### src/include/vsa_defines.svh
// ************************************************
// VSA width and depth macros
// ************************************************
`ifndef VSA_DEFINES_SVH
`define VSA_DEFINES_SVH

// register and data memory word
`define VSA_DATA_WIDTH 5
// program counter, 32 instruction words
`define VSA_PC_WIDTH 5
// R-format and I-format are both 12 bits
`define VSA_INSTR_WIDTH 12
// data memory words
`define VSA_MEM_DEPTH 32
// R0..R3, R0 hardwired to zero
`define VSA_NUM_REGS 4

`endif

### src/vsaIsaPkg.sv
// ************************************************
// VSA instruction set types
// ************************************************
`include "vsa_defines.svh"

package vsaIsaPkg;

    typedef logic [`VSA_DATA_WIDTH-1:0] dataT;  // register / memory word
    typedef logic [1:0] regAddrT;               // R0..R3

    // major opcode, top three instruction bits
    typedef enum logic [2:0] {
        LW    = 3'd0,   // load word
        SW    = 3'd1,   // store word
        BEQZ  = 3'd2,   // branch if src1 zero
        ALUOP = 3'd3,   // reg-reg, func field selects op
        ADDI  = 3'd4,
        SUBI  = 3'd5
    } opcodeT;

    // reg-reg function codes
    typedef enum logic [2:0] {
        ADD = 3'd0,
        SUB = 3'd1,
        AND = 3'd2,
        OR  = 3'd3,
        XOR = 3'd4,
        NOT = 3'd5,     // src1 only
        SRL = 3'd6,     // shift by one
        SRA = 3'd7
    } aluFuncT;

    typedef struct packed {
        regAddrT src1;
        regAddrT src2;
        regAddrT dst;
        aluFuncT func;
    } rFmtT;

    // dst shares the src2 slot of R-format
    typedef struct packed {
        regAddrT src1;
        regAddrT dst;
        dataT    imm;   // zero-extended
    } iFmtT;

    typedef union packed {
        rFmtT r;
        iFmtT i;
    } instrBodyT;

    typedef struct packed {
        opcodeT    opcode;
        instrBodyT body;
    } instrT;

endpackage

### src/vsaCtrlPkg.sv
// ************************************************
// VSA sequencer and decode types
// ************************************************

package vsaCtrlPkg;

    // one state per clock of an instruction
    typedef enum logic [2:0] {
        IF  = 3'd0,     // fetch, IR and NPC load
        ID  = 3'd1,     // operand latch
        EX  = 3'd2,     // ALU result, branch condition
        MEM = 3'd3,     // load / store, pc update
        WB  = 3'd4      // register write
    } cpuStateT;

    // decoded instruction class, one hot for legal opcodes
    typedef struct packed {
        logic memRef;       // LW or SW
        logic regRegAlu;    // ALUOP
        logic regImmAlu;    // ADDI or SUBI
        logic branch;       // BEQZ
    } instrClassT;

endpackage

### src/vsaDataBusIf.sv
// ************************************************
// VSA data memory bus
// ************************************************
`timescale 1ns/100ps

interface vsaDataBusIf;
    import vsaIsaPkg::*;

    dataT addr;     // from core ALU output register
    dataT wrData;   // operand B
    logic wr;       // one cycle, MEM state of SW
    dataT rdData;   // combinational from addr

    // core side
    modport core (
        output addr,
        output wrData,
        output wr,
        input  rdData
    );

    // memory side
    modport mem (
        input  addr,
        input  wrData,
        input  wr,
        output rdData
    );

endinterface

### src/vsaRegFile.sv
// ************************************************
// VSA register file
// ************************************************
`timescale 1ns/100ps
`include "vsa_defines.svh"

module vsaRegFile (
    input  logic               clock,
    input  logic               rstN,
    input  vsaIsaPkg::regAddrT rdAddrA,    // src1
    input  vsaIsaPkg::regAddrT rdAddrB,    // src2
    output vsaIsaPkg::dataT    rdDataA,
    output vsaIsaPkg::dataT    rdDataB,
    input  logic               wrEn,       // WB of a writing instruction
    input  vsaIsaPkg::regAddrT wrAddr,
    input  vsaIsaPkg::dataT    wrData
);
    import vsaIsaPkg::*;

    // only R1..R3 are stored
    dataT regs [1:`VSA_NUM_REGS-1];

    // R0 reads zero
    assign rdDataA = (rdAddrA == '0) ? '0 : regs[rdAddrA];
    assign rdDataB = (rdAddrB == '0) ? '0 : regs[rdAddrB];

    always_ff @(posedge clock or negedge rstN) begin
        if (!rstN) begin
            for (int i = 1; i < `VSA_NUM_REGS; i++) begin
                regs[i] <= '0;
            end
        end else if (wrEn && wrAddr != '0) begin   // R0 writes dropped
            regs[wrAddr] <= wrData;
        end
    end

    // a register written in WB reads back the new value on the next cycle
    readAfterWrite: assert property (@(posedge clock) disable iff (!rstN)
        (wrEn && wrAddr != '0) ##1 (rdAddrA == $past(wrAddr))
        |-> rdDataA == $past(wrData))
        else $error("register read back differs from the value written");

endmodule

### src/vsaAlu.sv
// ************************************************
// VSA ALU and branch unit
// ************************************************
`timescale 1ns/100ps
`include "vsa_defines.svh"

module vsaAlu (
    input  vsaIsaPkg::dataT         opA,    // latched src1
    input  vsaIsaPkg::dataT         opB,    // latched src2
    input  vsaIsaPkg::dataT         imm,    // I-format immediate
    input  logic [`VSA_PC_WIDTH-1:0] npc,   // pc + 2
    input  vsaIsaPkg::opcodeT       opcode,
    input  vsaIsaPkg::aluFuncT      func,
    input  vsaCtrlPkg::instrClassT  cls,
    output vsaIsaPkg::dataT         result,
    output logic                    isZero  // BEQZ condition
);
    import vsaIsaPkg::*;

    assign isZero = (opA == '0);

    always_comb begin
        result = '0;                        // unused opcodes give zero
        if (cls.memRef) begin
            result = opA + imm;             // effective address
        end else if (cls.regRegAlu) begin
            case (func)
                ADD: result = opA + opB;
                SUB: result = opA - opB;
                AND: result = opA & opB;
                OR:  result = opA | opB;
                XOR: result = opA ^ opB;
                NOT: result = ~opA;
                SRL: result = {1'b0, opA[`VSA_DATA_WIDTH-1:1]};
                SRA: result = dataT'($signed(opA) >>> 1);   // sign bit kept
                default: result = '0;
            endcase
        end else if (cls.regImmAlu) begin
            // wraps at word width with imm zero-extended
            if (opcode == SUBI) begin
                result = opA - imm;
            end else begin
                result = opA + imm;
            end
        end else if (cls.branch) begin
            // low four imm bits as a doubled word offset
            result = npc + {imm[3:0], 1'b0};
        end
    end

endmodule

### src/vsaCore.sv
// ************************************************
// VSA multicycle core
// ************************************************
`timescale 1ns/100ps
`include "vsa_defines.svh"

module vsaCore (
    input  logic                     clock,
    input  logic                     rstN,
    output logic [`VSA_PC_WIDTH-1:0] pc,            // instruction address
    input  vsaIsaPkg::instrT         instruction,   // must be valid in IF
    vsaDataBusIf.core                dBus
);
    import vsaIsaPkg::*;
    import vsaCtrlPkg::*;

    localparam logic [`VSA_PC_WIDTH-1:0] pcStep = 2;   // instruction stride

    cpuStateT state;
    instrT    ir;                       // instruction register
    logic [`VSA_PC_WIDTH-1:0] npc;      // next pc
    dataT     a;                        // first ALU operand
    dataT     b;                        // second operand and store data
    dataT     aluOut;                   // ALU output register
    logic     cond;                     // branch taken
    dataT     lmd;                      // load data

    opcodeT     opcode;
    instrClassT cls;
    dataT       rdDataA;
    dataT       rdDataB;
    dataT       aluResult;
    logic       aluZero;
    logic       rfWrEn;
    regAddrT    rfWrAddr;
    dataT       rfWrData;

    assign opcode = ir.opcode;

    // instruction class decode
    always_comb begin
        cls.memRef    = (opcode == LW) || (opcode == SW);
        cls.regRegAlu = (opcode == ALUOP);
        cls.regImmAlu = (opcode == ADDI) || (opcode == SUBI);
        cls.branch    = (opcode == BEQZ);
    end

    // write-back source and destination
    assign rfWrEn   = (state == WB) && (cls.regRegAlu || cls.regImmAlu || opcode == LW);
    assign rfWrAddr = cls.regRegAlu ? ir.body.r.dst : ir.body.i.dst;
    assign rfWrData = (opcode == LW) ? lmd : aluOut;

    // data bus
    assign dBus.addr   = aluOut;
    assign dBus.wrData = b;
    assign dBus.wr     = (state == MEM) && (opcode == SW);   // single store strobe

    vsaRegFile regFileInst (
        .clock   (clock),
        .rstN    (rstN),
        .rdAddrA (ir.body.r.src1),
        .rdAddrB (ir.body.r.src2),
        .rdDataA (rdDataA),
        .rdDataB (rdDataB),
        .wrEn    (rfWrEn),
        .wrAddr  (rfWrAddr),
        .wrData  (rfWrData)
    );

    vsaAlu aluInst (
        .opA    (a),
        .opB    (b),
        .imm    (ir.body.i.imm),
        .npc    (npc),
        .opcode (opcode),
        .func   (ir.body.r.func),
        .cls    (cls),
        .result (aluResult),
        .isZero (aluZero)
    );

    // five-state sequencer wrapping from WB to IF
    always_ff @(posedge clock or negedge rstN) begin
        if (!rstN) begin
            state <= IF;
        end else begin
            case (state)
                WB:      state <= IF;
                default: state <= cpuStateT'(state + 3'd1);
            endcase
        end
    end

    // control registers
    always_ff @(posedge clock or negedge rstN) begin
        if (!rstN) begin
            pc   <= '0;
            ir   <= '0;
            cond <= 1'b0;
        end else begin
            if (state == IF) begin
                ir <= instruction;
            end
            if (state == EX && cls.branch) begin
                cond <= aluZero;
            end
            if (state == MEM) begin
                pc <= (cls.branch && cond) ? aluOut : npc;   // new pc at end of MEM
            end
        end
    end

    // datapath latches
    always_ff @(posedge clock) begin
        case (state)
            IF: npc <= pc + pcStep;
            ID: begin
                a <= rdDataA;
                b <= rdDataB;
            end
            EX: aluOut <= aluResult;
            MEM: begin
                if (opcode == LW) begin
                    lmd <= dBus.rdData;     // async memory read
                end
            end
            default: ;
        endcase
    end

    // sequencer stays on the five legal states
    stateLegal: assert property (@(posedge clock) disable iff (!rstN)
        state inside {IF, ID, EX, MEM, WB})
        else $error("illegal state %0d", state);

    // single-cycle store strobe in the fourth cycle after fetch
    storeStrobe: assert property (@(posedge clock) disable iff (!rstN)
        dBus.wr |-> ($past(state, 3) == IF) ##1 !dBus.wr)
        else $error("store strobe outside the fourth instruction cycle");

endmodule

### src/vsaDataMem.sv
// ************************************************
// VSA data memory
// ************************************************
`timescale 1ns/100ps
`include "vsa_defines.svh"

module vsaDataMem (
    input logic      clock,
    vsaDataBusIf.mem bus
);
    import vsaIsaPkg::*;

    // 32 words, contents undefined until stored
    dataT mem [`VSA_MEM_DEPTH];

    // read is combinational from the address
    assign bus.rdData = mem[bus.addr];

    // write on the edge ending MEM of a store
    always_ff @(posedge clock) begin
        if (bus.wr) begin
            mem[bus.addr] <= bus.wrData;
        end
    end

endmodule

### src/vsaSystem.sv
// ************************************************
// VSA processor subsystem top
// ************************************************
`timescale 1ns/100ps
`include "vsa_defines.svh"

module vsaSystem (
    input  logic                        clock,
    input  logic                        rstN,
    output logic [`VSA_PC_WIDTH-1:0]    pc,             // to external instruction memory
    input  logic [`VSA_INSTR_WIDTH-1:0] instruction,
    output logic                        storeValid,     // bus wr
    output logic [`VSA_DATA_WIDTH-1:0]  storeAddr,
    output logic [`VSA_DATA_WIDTH-1:0]  storeData
);

    vsaDataBusIf dataBus ();

    vsaCore coreInst (
        .clock       (clock),
        .rstN        (rstN),
        .pc          (pc),
        .instruction (instruction),
        .dBus        (dataBus.core)
    );

    vsaDataMem memInst (
        .clock (clock),
        .bus   (dataBus.mem)
    );

    // store path visible outside
    assign storeValid = dataBus.wr;
    assign storeAddr  = dataBus.addr;
    assign storeData  = dataBus.wrData;

endmodule

### config.mk
export PLATFORM = sky130hd
export DESIGN_NAME = vsaSystem
export DESIGN_NICKNAME = d
export VERILOG_FILES = /design/src/vsaIsaPkg.sv /design/src/vsaCtrlPkg.sv /design/src/vsaDataBusIf.sv /design/src/vsaRegFile.sv /design/src/vsaAlu.sv /design/src/vsaCore.sv /design/src/vsaDataMem.sv /design/src/vsaSystem.sv
export VERILOG_INCLUDE_DIRS = /design/src /design/src/include
export SDC_FILE = /design/constraint.sdc
export NUM_CORES = 1
export LEC_CHECK = 0
export BUFFER_PORTS_ARGS = -buffer_cell sky130_fd_sc_hd__buf_2
export CORE_ASPECT_RATIO = 0.6
export CORE_MARGIN = 2
export CORE_UTILIZATION = 56
export DETAILED_ROUTE_END_ITERATION = 10
export PLACE_DENSITY = 0.76
export SYNTH_ARGS = -nofsm -noshare
export SYNTH_HDL_FRONTEND = slang
export SYNTH_SLANG_ARGS = --single-unit
### constraint.sdc
create_clock -name clock -period 2.85 [get_ports clock]
set_input_delay 0.285 -clock clock [delete_from_list [all_inputs] [get_ports clock]]
set_output_delay 0.285 -clock clock [all_outputs]
set_load 0.02 [all_outputs]
==> flow_summary.yaml <==
run_status:
  status: "complete, no violations"
grt:
  grt_pass1_wl_mm: 34.9
  grt_pass1_vias: 5802
  grt.overflow.total: 0
  antenna_found_initial: 0
  grt_use_total_pct: 24.7
  grt_max_degree: 48
sta:
  max_freq_mhz: 373
  setup_violations: 0
  finalSetupTns_ns: 0
  max_slew_margin_pct: 42.2
  finalCritPeriodShare_pct: 94.1
  tightest_slew_ns: 0.868
  finalHoldViolations: 0
  fin_worst_skew_ns: 0.0144
  final.min_clock_period_ns: 2.68
  drv_slew: 0
  rsz0062_at_grt: "false"
route:
  wl_met2_mm: 9.78
  drt_wl_total_mm: 23.0
  drtPass1Iterations: 6
  routed_via_density: 6.21
  drc: 0
  wl_met1_mm: 11.0
  postRouteAntennaNets: 0
  wl_per_cell_um: 24.2
  top_layer: "met4"
  dr.first_iter.drc_count: 670
  wl_met3_mm: 1.89
  vias: 5881
yosys:
  yosysWarnings: 0
  syn_nets: 690
  synthCells: 640
  synthDistinctLibCells: 61
  synth_mux_area_share_pct: 15.1
  synth.avg_cell_area_um2: 15.9
  yosys.area.top_type: "edfxtp_1"
  synth_xor_xnor_area_share_pct: 1.37
  synth_adder_area_share_pct: 4.71
  ys.flop_type: "edfxtp_1"
  seq_area_frac_synth_pct: 63.3
  synth_edf_count: 185
  synth.area.top_cells: "edfxtp_1, dfrtp_1, mux4_2"
  syn-cell-area_mm2: 0.0102
  async_reset_ff_share_pct: 16.3
  synth_compound_gate_area_share_pct: 6.24
  synth-simple-area-share_pct: 6.71
  netlist.area_leader.share_pct: 54.5
  ys_ff_latch: 221
  synth_top_family_by_area: "multiplexers"
die:
  fp.coreArea_mm2: 0.0180
  fp.dieH_um: 109
  fp.dieW_um: 178
  rows: 38
  fp.dieArea_mm2: 0.0193
  start_util_pct: 56.8
  io_pins: 30
cts:
  clock_path_buffers: 3
  post_cts_buffers: 0
  cts_resized: 0
  htreeDepth: 1
  cts.clk_slew.worst_paths_ns: 0.07
  cts_inserted_buffers: 22
  clock_latency_ns: 0.51
  cts_tree: "yes"
  hold_buffers: 5
  cts.sinks: 221
  root_buffer: "clkbuf_16"
cells_and_area:
  antennaDiodeCount: 0
  fill_cells: 1272
  fin_nets: 743
  synthToLayoutAreaGrowth_pct: 11.9
  drive_gt1_share_pct: 24.9
  final_util_pct: 63.5
  finalNonFillerCells: 947
power_and_ir_drop:
  p_leak_nw: 4.08
  p_per_area_mw_per_mm2: 591
  ir_drop_v: 0.000714
place:
  place_hpwl_mm: 15.5
  io_buffers: 29
  place_inst: 904
  routabilityCongestion: 0.955
setup_path:
  arrival_ns: 2.94
  startpoint_type: "register"
  crit_path_end_kind: "register"
  worstSetupPathType: "reg2reg"
  critPathRequiredTime_ns: 3.11
  cp_max_fo: 14
hold_path:
  hp-class: "in2reg"
run:
  maxCapViolations: 0
[synthesized netlist by cell type (12+ instances only)]
cell      instances
nand2_1          25
inv_1            24
a22oi_1          15
edfxtp_1        185
mux4_2           39
a21oi_1          22
mux2_4           15
nor2_1           45
ha_1             32
mux2_2           23
clkbuf_1         12
o21ai_0          15
nor2b_1          15
dfrtp_1          36
[routing by layer]
| metal | track usage [%] | up-vias |
|---|---|---|
| met1 | 39.6 | 3025 |
| met4 | 4.70 | 0 |
| met5 | 0 | - |
| met2 | 34.0 | 244 |
| li1 | - | 2580 |
| met3 | 6.65 | 32 |
[placed cells by master, fill, tap and decap left out, drive strengths merged, types with 10 or more instances in the layout]
cell	synthesis	layout
edfxtp	185	185
buf	16	52
nor2	45	45
mux4	42	42
mux2	39	39
dfrtp	36	36
ha	32	32
clkbuf	12	28
nand2	26	26
inv	25	25
a21oi	23	23
o21ai	21	21
nor2b	16	16
a22oi	15	15
xnor2	10	10
[critical path, stage by stage, from the launching register on]
cell and delay [ns]:
dfrtp_1 0.68, nand2_1 0.19, nand2_1 0.12, o21ai_1 0.13, fa_2 0.43, xnor2_1 0.14, mux4_2 0.50, o21ai_1 0.16
nand2_1 0.07
[worst paths after layout]
| kind | from | end | slack, ns | depth (start not counted) |
|---|---|---|---|---|
| setup / recovery | coreInst.ir[0]$_DFFE_PN0N_ | coreInst.dBus.addr[2]$_DFFE_PP_ | 0.17 | 8 |
| hold / removal | instruction[1] | coreInst.ir[1]$_DFFE_PN0N_ | 0.02 | 3 |
| setup reg to reg | coreInst.ir[0]$_DFFE_PN0N_ | coreInst.dBus.addr[2]$_DFFE_PP_ | 0.17 | 8 |
| hold reg to reg | coreInst.pc[0]$_DFFE_PN0P_ | coreInst.npc[0]$_DFFE_PN_ | 0.50 | 0 |
| max in group asynchronous | rstN | coreInst.opcode[1]$_DFFE_PN0N_ | 1.86 | 2 |
| min in group asynchronous | rstN | coreInst.regFileInst.regs[13]$_DFFE_PN0P_ | 0.44 | 2 |
[area by class of cell]
class,instances,area [µm²],share of cell area (%)
clock buffers,28,594,5.20
well taps,240,300,2.63
clock inverters,10,97.6,0.855
repair buffers,57,380,3.33
multi-input cells,366,3490,30.6
flip-flops and latches,221,6460,56.5
inverters,25,96.3,0.844
[cells by family after synthesis]
family / count (synthesis)
flops: 221
mux: 90
simple gates: 133
fa+ha+maj: 36
compound gates: 91
buf+inv: 53
xor+xnor: 16
[sequential cells by signal, indices dropped and copies added (netlist names)]
name and flops:
coreInst.a 5, coreInst.cond 1, coreInst.dBus.addr 5, coreInst.dBus.wrData 5
coreInst.ir 9, coreInst.lmd 5, coreInst.npc 5, coreInst.opcode 3
coreInst.pc 5, coreInst.regFileInst.regs 15, coreInst.state 3, memInst.mem 160
[report_power, final]
part	internal [mW]	switching (mW)
Sequential	3.53	0.0617
Clock	1.65	1.18
Combinational	0.173	0.155
Total	5.36	1.39
[metrics by stage]
step / total power [mW] / cell area (µm²) / hold WS [ns] / worst slack, ns
after floorplan: 3.87 / 10200 / -0.0106 / -0.0436
after global placement: 3.96 / 10700 / 0.434 / 0.382
after detailed placement: 3.97 / 10700 / 0.448 / 0.254
after CTS: 6.76 / 11400 / 0.00867 / 0.237
after global routing: 6.91 / 11400 / 0.0131 / 0.0437
final: 6.75 / 11400 / 0.0164 / 0.167
(Power assumes the default switching activity.)
